**config.mk**
```make
export PLATFORM = sky130hd
export DESIGN_NAME = sampleTap
export DESIGN_NICKNAME = d
export VERILOG_FILES = /design/src/drumPkg.sv /design/src/sampleTap.sv
export VERILOG_INCLUDE_DIRS = /design/src
export SDC_FILE = /design/constraint.sdc
export NUM_CORES = 1
export LEC_CHECK = 0
export ABC_AREA = 1
export BUFFER_PORTS_ARGS = -buffer_cell sky130_fd_sc_hd__buf_2
export CORE_MARGIN = 5
export CORE_UTILIZATION = 42
export DETAILED_ROUTE_END_ITERATION = 10
export HOLD_SLACK_MARGIN = 0.02
export PLACE_DENSITY = 0.87
export SLEW_MARGIN = 20
export SYNTH_ARGS = -nofsm -noshare
export SYNTH_HDL_FRONTEND = slang
export SYNTH_SLANG_ARGS = --single-unit
export TNS_END_PERCENT = 5
```
**constraint.sdc**
```tcl
create_clock -name clk -period 3.1 [get_ports clk]
set_input_delay 0.155 -clock clk [delete_from_list [all_inputs] [get_ports clk]]
set_output_delay 0.155 -clock clk [all_outputs]
set_load 0.02 [all_outputs]
```
**src/drum_consts.svh**
```systemverilog
`ifndef DRUM_CONSTS_SVH
`define DRUM_CONSTS_SVH

// Grid size in nodes
// Nodes are numbered row-major from the north-west corner
`define DRUM_ROWS 4
`define DRUM_COLS 4

// Width of every displacement and coefficient value
`define DRUM_W 18

// Q1.16 representation of 1.0
`define DRUM_ONE 18'sh10000

// Node whose displacement leaves as the output sample
`define DRUM_TAP_ROW 1
`define DRUM_TAP_COL 1

`endif
```
**src/drumPkg.sv**
```systemverilog
`default_nettype none

`include "drum_consts.svh"

package drumPkg;

  // Signed Q1.16 displacement or coefficient
  typedef logic signed [`DRUM_W-1:0] sample_t;

  // Row-major node number
  typedef logic [3:0] nodeIdx_t;

  // Host command opcodes
  typedef enum logic [1:0]
  {
    opIdle   = 2'd0,
    opSetRho = 2'd1,
    opSetEta = 2'd2,
    opStrike = 2'd3
  } cmdOp_t;

  // Host command word of 24 bits
  typedef struct packed
  {
    cmdOp_t   op;
    nodeIdx_t node;
    sample_t  value;
  } cmd_t;

  // Propagation and damping coefficients
  typedef struct packed
  {
    sample_t rho;
    sample_t eta;
  } coeff_t;

  // One-cycle strike request
  typedef struct packed
  {
    logic     valid;
    nodeIdx_t node;
    sample_t  amplitude;
  } strike_t;

endpackage

`default_nettype wire

```
**src/sampleTap.sv**
```systemverilog
`timescale 1ns/10ps
`default_nettype none

module sampleTap
(
  input  logic             clk,
  input  logic             reset,
  input  drumPkg::sample_t tapU,
  input  logic             updated,
  output drumPkg::sample_t sample,
  output logic             sampleReq,
  input  logic             sampleAck,
  output logic             advance
);

  import drumPkg::*;

  typedef enum logic [1:0]
  {
    tapRun,
    tapOffer,
    tapRelease
  } tapState_t;

  tapState_t tapState;

  always_ff @(posedge clk)
  begin
    if (reset)
      tapState <= tapRun;
    else
    begin
      case (tapState)
        tapRun:
          if (updated)
            tapState <= tapOffer;
        // Wait for the consumer to take it
        tapOffer:
          if (sampleAck)
            tapState <= tapRelease;
        tapRelease:
          if (!sampleAck)
            tapState <= tapRun;
        default:
          tapState <= tapRun;
      endcase
    end
  end

  // Sample register loaded once per iteration
  always_ff @(posedge clk)
  begin
    if (tapState == tapRun && updated)
      sample <= tapU;
  end

  assign sampleReq = (tapState == tapOffer);
  // Grid runs only when no sample is outstanding
  assign advance = (tapState == tapRun);

endmodule

`default_nettype wire

```
Word-level counts from Yosys, hierarchy flattened
Index checks and enable logic that the tools add are counted.

Reductions and logical operators: 3. Equal/unequal tests: 5. Mux-type cells: 4.

Operator list (number): 2-bit two-way mux (3); 2-bit case mux with 3 select lines (1); 2-bit inequality test (second input constant) (2); 3-bit AND reduction (1); 2-bit by 1-bit == test with 1-bit output (second input constant) (1); 2-bit == test (second input constant) (1); 2-bit logical NOT (1); 2-bit by 1-bit inequality test with 1-bit output (second input constant) (1); 1-bit logical AND (1).

Input port bits: 22. Register bits after elaboration: 20. Output and inout port bits: 20.

Logic depth before layout (Yosys ltp)
Word-level depth: 3. Depth in mapped cells: 3. Gate-level depth less buffers: 3.

Least setup slack after synthesis
Ideal clock, no wire load.

Path type: register to register. Start point: register tapState[1]. End point: register sample[0], enable pin. Stages on the path, launching flop included: 4. Data arrival time: 1056 ps. Setup slack: 1672 ps. Buffers on the path: 0. Setup time: 373 ps. Path through: dfxtp_1 > nor2_2 > nand2_2 > inv_1.

Longest elaborated chain between the ends: 2.

Ends and longest elaborated chain: start, declared (line sampleTap.sv:25) `tapState_t tapState;`; start signal, assigned (line sampleTap.sv:30) `tapState <= tapRun;`; start signal, assigned (line sampleTap.sv:36) `tapState <= tapOffer;`; start signal, assigned (line sampleTap.sv:40) `tapState <= tapRelease;`; 2-bit logical NOT; named net advance (line sampleTap.sv:13) `output logic advance`; 1-bit logical AND (line sampleTap.sv:53) `if (tapState == tapRun && updated)`; end signal, assigned (line sampleTap.sv:54) `sample <= tapU;`; end, declared (line sampleTap.sv:10) `output drumPkg::sample_t sample,`.

The timed path passes the listed nets, and every way through them passes these cells. A chain may end at the register's enable or synchronous reset.

Worst setup path after layout
Start point: register tapState[1]. End point: register sample[1], enable pin.

Longest elaborated chain between the ends: 2.

Ends and longest elaborated chain (line): 2-bit logical NOT (sampleTap.sv:53); 1-bit logical AND (sampleTap.sv:53).

No other way between the ends.

==> flow_summary.yaml <==
min_path:
  hold_start: "reset"
  hold_path_class: "input pin to flop"
synthesis:
  syn_nets: 53
  ys_seq_area_share_pct: 90.8
  syn_inst: 31
  netlist_area_um2: 639
  yosysUniqueCellTypes: 10
  yosys_warnings: 0
  yosys_register_bits: 20
  syn_area_per_cell_um2: 20.6
final_layout:
  final_common_cell: "buf_2"
  diodes: 0
  stdcell_count: 92
  final_util_pct: 61.0
  most-common-layout-cells: "buf_2 (41), edfxtp_1 (18), inv_1 (3), clkbuf_4 (3)"
  syn_to_final_growth_pct: 40.3
  layout.nets: 100
  drive_above_1_share_pct: 61.8
cts:
  cts_buffers: 3
  clock_sinks: 20
  cts_resized: 0
  cts_buffer_depth: 2
  clockRootBuffer: "clkbuf_4"
  cts.htree.levels: 1
  cts_tree: "yes"
  clk_latency_ns: 0.28
  postCtsSetupBuffers: 0
  clkTransAtPathRegs_ns: 0.09
worst_setup_path:
  critical_path.startpoint: "tapState[1]"
  path_cells: "nor2_2 > nand2_2 > inv_1"
  crit_required_ns: 3.03
  endpoint_kind: "flop"
  setup.worst_path.start_class: "flop"
  critPathSlowestCell: "inv_1"
  max_stage_delay_ns: 0.45
  rr_startpoint: "tapState[1]"
  worst_ep_arrival_time_ns: 1.31
  cp_max_fo: 18
  criticalPathCategory: "flop to flop"
floorplan:
  fp.coreArea_um2: 1470
  die_w_um: 49.0
  die_area_um2: 2400
  num_rows: 14
  initial_utilization_pct: 43.5
  die-height_um: 49.0
  pin_count: 42
grt:
  grt_pass1_vias: 445
  overflow: 0
  gr-usage-all-layers_pct: 11.2
  grt_max_degree: 19
  antenna_found_initial: 0
  grt_first_pass_wirelength_um: 2020
drt:
  drt-initial-drc-count: 3
  dr_total_vias: 421
  vias_per_cell: 4.58
  drcViolationCount: 0
  first_pass_iters: 4
  ant_nets: 0
  wl_per_cell_um: 13.3
  routed_wirelength_um: 1220
timing:
  rsz0062_at_grt: "no"
  fin_tns_setup_ns: 0
  fin_skew_ns: 0.00275
  min_period_over_period_pct: 44.6
  final_hold_viol_count: 0
  worst_pin_slew_ns: 0.607
  drv_slew: 0
  setup-violations-final: 0
  fmax_ghz: 0.723
  fin_crit_ns: 1.38
  slew_headroom_pct: 59.5
power:
  power_density_nw_per_um2: 556
  max-vdd-ir-drop_uv: 247
  cellLeakagePower_uw: 0.000392
  p_total_uw: 499
placed_design:
  dpl.hpwl_um: 1010
  gp_congestion: 0.671
  place_inst: 88
  io_buffers: 41
run:
  drv_cap: 0
run_status:
  status: "finished clean"
cells by family (layout without fill, tap and decap cells):
family / count (synthesis) / after routing / share of synthesized area, %
AOI/OAI and AO/OA: 2 / 2 / 2.15
buffers and inverters: 3 / 48 / 1.76
DFF: 20 / 20 / 90.8
and+or+nand+nor: 6 / 6 / 5.28
report_power, final:
part / switching, uW / internal [uW] / total [uW]
combinational: 43.8 / 24.6 / 68.4
sequential: 5.25 / 316 / 321
clock: 64.6 / 45.1 / 110
flip-flops by register name (all words and copies together), names as in the netlist:
| signal | cells |
|---|---|
| tapState | 2 |
| sample | 18 |
worst paths after layout:
check | end | slack, ns | depth (start not counted)
setup / recovery | sample[1] | 1.72 | 3
hold / removal | tapState[0] | 0.04 | 2
setup reg to reg | sample[1] | 1.72 | 3
hold reg to reg | tapState[1] | 0.53 | 2
routing by layer:
metal  wire [um]  part of all wire [%]  GRT usage (%)  up-vias
met2         570                    47           16.3       26
met4           0                     0           8.07        0
met3         154                    13           6.12        0
met5           0                     0              0        -
met1         497                    41           12.2      189
li1            -                     -              -      206
what timing repair did:
item | 4_1_cts | 5_1_grt
hold buffers | 0 | 1
hold endpoints to repair | 0 | 1
endpoints found under the setup margin | 0 | 0
cell type report:
class,instances,area [um2]
clock buffers,3,22.5
fillers,120,574
inverters,3,11.3
multi-input cells,8,47.5
flip-flops and latches,20,581
well taps,16,20.0
repair buffers,42,215
Yosys cell counts:
master	n	share of area (%)
edfxtp_1	18	85
nor2_2	1	0.98
a21oi_1	1	0.78
dfxtp_1	2	6.3
nand2_2	1	0.98
nand3b_1	1	1.2
a21oi_2	1	1.4
nor2_1	1	0.59
nand3_1	2	1.6
inv_1	3	1.8
worst max-delay path: cells and delay by family (launching register included):
family	cells	cell delay, ns
buffers and inverters	1	0.45
flip-flops	1	0.35
AND/OR/NAND/NOR	2	0.22
stage by stage:
stage               setup slack [ns]  hold WS (ns)  area (um2)
floorplan                       1.67         0.217         639
global placement                1.75         0.332         865
detailed placement              1.70         0.334         865
CTS                             1.69        0.0279         887
global route                    1.60        0.0223         897
finish                          1.72        0.0400         897
Power figures use the tool's default switching activity.
