===== src/drum_consts.svh =====
`ifndef DRUM_CONSTS_SVH
`define DRUM_CONSTS_SVH

// Grid size in nodes
// Nodes are numbered row-major from the north-west corner
`define DRUM_ROWS 4
`define DRUM_COLS 4

// Width of every displacement and coefficient value
`define DRUM_W 18

// Q1.16 representation of 1.0
`define DRUM_ONE 18'sh10000

// Node whose displacement leaves as the output sample
`define DRUM_TAP_ROW 1
`define DRUM_TAP_COL 1

`endif

===== src/drumPkg.sv =====
`default_nettype none

`include "drum_consts.svh"

package drumPkg;

  // Signed Q1.16 displacement or coefficient
  typedef logic signed [`DRUM_W-1:0] sample_t;

  // Row-major node number
  typedef logic [3:0] nodeIdx_t;

  // Host command opcodes
  typedef enum logic [1:0]
  {
    opIdle   = 2'd0,
    opSetRho = 2'd1,
    opSetEta = 2'd2,
    opStrike = 2'd3
  } cmdOp_t;

  // Host command word of 24 bits
  typedef struct packed
  {
    cmdOp_t   op;
    nodeIdx_t node;
    sample_t  value;
  } cmd_t;

  // Propagation and damping coefficients
  typedef struct packed
  {
    sample_t rho;
    sample_t eta;
  } coeff_t;

  // One-cycle strike request
  typedef struct packed
  {
    logic     valid;
    nodeIdx_t node;
    sample_t  amplitude;
  } strike_t;

endpackage

`default_nettype wire


===== src/hostPort.sv =====
`timescale 1ns/10ps
`default_nettype none

module hostPort
(
  input  logic             clk,
  input  logic             reset,
  input  drumPkg::cmd_t    cmd,
  input  logic             cmdReq,
  output logic             cmdAck,
  output drumPkg::coeff_t  coeff,
  output drumPkg::strike_t strike
);

  import drumPkg::*;

  typedef enum logic
  {
    ackLow,
    ackHigh
  } ackState_t;

  ackState_t ackState;

  logic reqMeta;
  logic reqSync;

  // Request comes from another domain
  always_ff @(posedge clk)
  begin
    if (reset)
    begin
      reqMeta <= 1'b0;
      reqSync <= 1'b0;
    end
    else
    begin
      reqMeta <= cmdReq;
      reqSync <= reqMeta;
    end
  end

  always_ff @(posedge clk)
  begin
    if (reset)
    begin
      ackState     <= ackLow;
      coeff        <= '0;
      strike.valid <= 1'b0;
    end
    else
    begin
      strike.valid <= 1'b0;
      case (ackState)
        ackLow:
          if (reqSync)
          begin
            // Command is stable while the request is up
            ackState <= ackHigh;
            case (cmd.op)
              opSetRho:
                coeff.rho <= cmd.value;
              opSetEta:
                coeff.eta <= cmd.value;
              opStrike:
              begin
                strike.valid     <= 1'b1;
                strike.node      <= cmd.node;
                strike.amplitude <= cmd.value;
              end
              default:
                ;
            endcase
          end
        ackHigh:
          if (!reqSync)
            ackState <= ackLow;
        default:
          ackState <= ackLow;
      endcase
    end
  end

  assign cmdAck = (ackState == ackHigh);

endmodule

`default_nettype wire


===== config.mk =====
export PLATFORM = sky130hd
export DESIGN_NAME = hostPort
export DESIGN_NICKNAME = d
export VERILOG_FILES = /design/src/drumPkg.sv /design/src/hostPort.sv
export VERILOG_INCLUDE_DIRS = /design/src
export SDC_FILE = /design/constraint.sdc
export NUM_CORES = 1
export LEC_CHECK = 0
export BUFFER_PORTS_ARGS = -buffer_cell sky130_fd_sc_hd__buf_4
export CAP_MARGIN = 20
export CORE_ASPECT_RATIO = 0.5
export CORE_MARGIN = 1.5
export CORE_UTILIZATION = 30
export DETAILED_ROUTE_END_ITERATION = 10
export HOLD_SLACK_MARGIN = 0.02
export PLACE_DENSITY = 0.6
export SYNTH_ARGS = -nofsm -noshare
export SYNTH_HDL_FRONTEND = slang
export SYNTH_SLANG_ARGS = --single-unit

===== constraint.sdc =====
create_clock -name clk -period 3.7 [get_ports clk]
set_input_delay 0.74 -clock clk [delete_from_list [all_inputs] [get_ports clk]]
set_output_delay 0.74 -clock clk [all_outputs]
set_load 0.05 [all_outputs]

# --- Yosys cells after proc, flatten, opt, wreduce, memory -nomap -nowiden ---
# Cells that the tools add are included.
# Widths: inputs -> output; s select.
totals:
  out_inout_bits: 60
  regBits: 62
  in_bits: 27
op_classes:
  n_eq_ne: 3
  bitwise_logic: 3
  muxes: 2
  n_reduce_logical: 4
op_table:
  columns: ["cell", "count"]
  rows:
  - ["$mux 23", 1]
  - ["$reduce_and 3->1", 2]
  - ["$eq 2x2->1 const B", 2]
  - ["$reduce_and 4->1", 1]
  - ["$not 1->1", 3]
  - ["$reduce_or 3->1", 1]
  - ["$eq 2x1->1 const B", 1]
  - ["$mux 1", 1]

# --- Longest topological paths before layout ---
depth:
  ltp_word: 2
  ltp_mapped: 4
  mapped_depth_nobuf: 2

# --- Least setup slack after synthesis ---
# OpenSTA, ideal clock, no wires.
synth_timing:
  path_type: "input to register"
  start: "input port reset"
  end: "register strike[0] (netlist bit), enable pin"
  setup_ns: 0.401
  setup_slack_ns: 1.295
  t_arrival_ns: 2.004
  path_stages: 3
  path_cell_list: "clkbuf_1 buf_2 nor2_1"
synth_via:
  elab_chain_len: 2
synth_rtl:
  columns: ["item", "line", "rtl"]
  rows:
  - ["from (decl)", "hostPort.sv:7", "input logic reset,"]
  - ["$not 1->1 (no line)", null, null]
  - ["$reduce_and 4->1 (no line)", null, null]
  - ["to (decl)", "hostPort.sv:12", "output drumPkg::strike_t strike"]
# No other way between the ends.
# A chain may end at the register's enable or synchronous reset.

# --- Worst setup path in the final report ---
layout_timing:
  start: "input port cmd[22] (netlist bit)"
  end: "register coeff[9] (netlist bit)"
layout_via:
  elab_chain_len: 2
layout_rtl:
  columns: ["item", "line", "rtl"]
  rows:
  - ["from (decl)", "hostPort.sv:8", "input drumPkg::cmd_t cmd,"]
  - ["$eq 2x2->1", "hostPort.sv:60", "case (cmd.op)"]
  - ["$reduce_and 3->1 (no line)", null, null]
  - ["to (decl)", "hostPort.sv:11", "output drumPkg::coeff_t coeff,"]
# No other way between the ends.

==> results.md <==
* GRT Residual Overflow at 0
* Initial antenna violation count at 0
* Starting DRC count in detailed routing at 41
* Final Max Slew Viols at 0
* Setup violators final at 0
* Min cycle time layout at 1.78 ns
* TritonCTS Buffers at 9
* # port buffers at 86
* Area Overhead vs Synth at 45.1%
* Distinct cells, synth at 15
* Worst Path Required at 3.94 ns
* Hold Path Stages at 1
* CP cell instances: buf_4 > and4bb_1 > mux2i_1
* Pwr dens at 516 nW/µm²
* Vias in the first global route at 1564
* Crit Reg-Reg Endpoint: coeff[9]$_SDFFE_PP0P_
* Combinational power share at 5.5%
* First-pass detailed-route iteration total at 4
* Ant diodes at 0
* Final WL at 4950 µm
* Leak Pwr at 1.46 nW
* RR Startpoint: cmdAck$_SDFF_PP0_
* Clock tree buffer depth at 2
* Routed Antenna Nets at 0
* Internal at 1.40 mW
* Io pins at 87
* Total GRT Usage at 12.2%
* RSZ-0062 raised after global routing: false
* CTS H-tree depth at 3
* Final GP Congestion at 0.647
* DR vias at 1553
* Die W at 127 µm
* CP startpoint: cmd[22]
* Clk slew on worst S/H paths at 0.05 ns
* Clock power frac at 53.1%
* Clk_lat worst skew at 0.32 ns
* Clock Tree Root: clkbuf_16
* Die Y at 65.1 µm
* Hold Path Class: reg2reg
* Crit Path Class: in2reg
* CP max stage cell: and4bb_1
* # DRC at 0
* Core ar. at 7400 µm²
* Crit path to: coeff[9]$_SDFFE_PP0P_
* Post_cts resized at 0
* Max_slew headroom at 38.0%
* Routed WL per cell at 13.7 µm
* Fmax at 563 MHz
* Synthesized flop and latch total at 62
* Place WS at 1.57 ns
* Initial core utilization at 31.3%
* Multi-input gate area at 783 µm²
* Max-cap violation count at 0
* Net count after synthesis at 199
* Synthesized area at 2320 µm²
* Max VDD drop at 258 µV
* Syn Area/Cell at 13.5 µm²
* CTS sink count at 62
* TritonCTS clock tree: built
* Final nets at 288
* Row count at 22
* Fill cell count at 660
* Final Cycle Share at 48.0%
* Detailed Place HPWL at 3460 µm
* Post-CTS setup buffers at 0
* Pin count of the biggest net entering global routing at 60
* Hold buffers post-CTS at 0
* Die ar. at 8290 µm²
* Sw power at 0.333 mW
* Startpoint types: input port
* Crit. End Element: flop
* Final Hold Vio Count at 0
* YS warnings at 0
* First-pass GRT wire length at 7660 µm
* Sw frac at 19.2%
* CP max FO at 15
* Skew final at 0.00544 ns
* Vias per cell at 4.29
* Seq/Total Area, Yosys at 63.1%
* Seq pwr share at 41.4%
* Worst stage delay on the critical path at 0.87 ns
* Status: completed
* Final Worst Setup Slack at 1.92 ns
* Layout cell share with drive strength beyond 1 at 39.5%
* Register area at 1460 µm²
* R2R Setup Slk at 2.09 ns
* Worst Tran Pin Value at 0.930 ns
* Reg2reg path depth at 2
* Worst Path Arrival at 2.01 ns
* Synthesized netlist cell count at 172
* Setup TNS at 0 ns
-- metal layers --
layer	wire length (µm)	vias up	global-route usage, %
li1	-	766	-
met1	2140	757	14.5
met2	2590	22	20.9
met3	166	8	3.83
met4	58	0	5.11
met5	0	-	0
-- metrics by stage --
stage	hold WS, ns	util (%)	instances	cell area (µm²)	total power [mW]
final	0.436	45.4	362	3360	1.73
after global placement	0.433	40.9	346	3030	0.826
after CTS	0.441	45.4	362	3360	1.75
after floorplan	0.414	-	172	2320	0.788
after detailed placement	0.442	40.9	346	3030	0.829
after global routing	0.448	45.4	362	3360	1.79
-- layout by cell type (no fill, tap or decap), types with 2 or more instances in the layout --
cell type | synthesis | final
nand4bb_1 | 2 | 2
clkbuf_16 | 0 | 9
edfxtp_1 | 22 | 22
nor2b_1 | 3 | 3
clkbuf_8 | 0 | 3
dfxtp_1 | 40 | 40
mux2i_1 | 36 | 36
bufinv_16 | 0 | 2
nand2b_1 | 54 | 54
buf_4 | 1 | 88
-- synth_stat cells, drive strengths merged --
library cell	count	area, µm²
and4bb	2	25.0
nand2b	54	338
dfxtp	40	801
buf	5	55.1
edfxtp	22	661
mux2i	36	360
nor2b	3	18.8
nand4b	1	8.76
nand4bb	2	22.5
clkbuf	5	18.8
nor2	2	7.51
-- flip-flops by register name (all words and copies together), names as in the netlist --
signal / count
cmdAck: 1
reqMeta: 1
strike: 23
reqSync: 1
coeff: 36
-- worst min path at each step --
stage                       startpoint                 end
floorplan           reqMeta$_SDFF_PP0_  reqSync$_SDFF_PP0_
global placement    reqMeta$_SDFF_PP0_  reqSync$_SDFF_PP0_
detailed placement  reqMeta$_SDFF_PP0_  reqSync$_SDFF_PP0_
CTS                 reqMeta$_SDFF_PP0_  reqSync$_SDFF_PP0_
global route        reqMeta$_SDFF_PP0_  reqSync$_SDFF_PP0_
finish              reqMeta$_SDFF_PP0_  reqSync$_SDFF_PP0_
-- logic make-up (layout without fill, tap and decap cells) --
| kind of cell | after synthesis | after routing | synth area share (%) |
|---|---|---|---|
| buf+inv | 10 | 104 | 3.19 |
| mux | 36 | 36 | 15.6 |
| simple gates | 64 | 64 | 18.2 |
| flops | 62 | 62 | 63.1 |
-- critical path: cells and delay by family --
kind	cells	cell delay (ns)
simple gates	1	0.87
mux	1	0.27
buf+inv	1	0.12
-- final cells by class --
cell class                 instances  area share [%]
sequential                        62            43.5
multi-input combinational        100            23.3
timing repair buffer              88            19.7
clock buffer                      13            8.04
tap                               96            3.57
clock inverter                     3            1.94
-- power by group through the flow --
stage	combinational (mW)	clock (mW)	sequential, mW
3_5_place_dp	0.0966	0	0.732
5_1_grt	0.102	0.965	0.719
6_report	0.0957	0.920	0.718
3_3_place_gp	0.0944	0	0.732
4_1_cts	0.0969	0.937	0.718
2_1_floorplan	0.0330	0	0.755
Power figures use the tool's default switching activity.
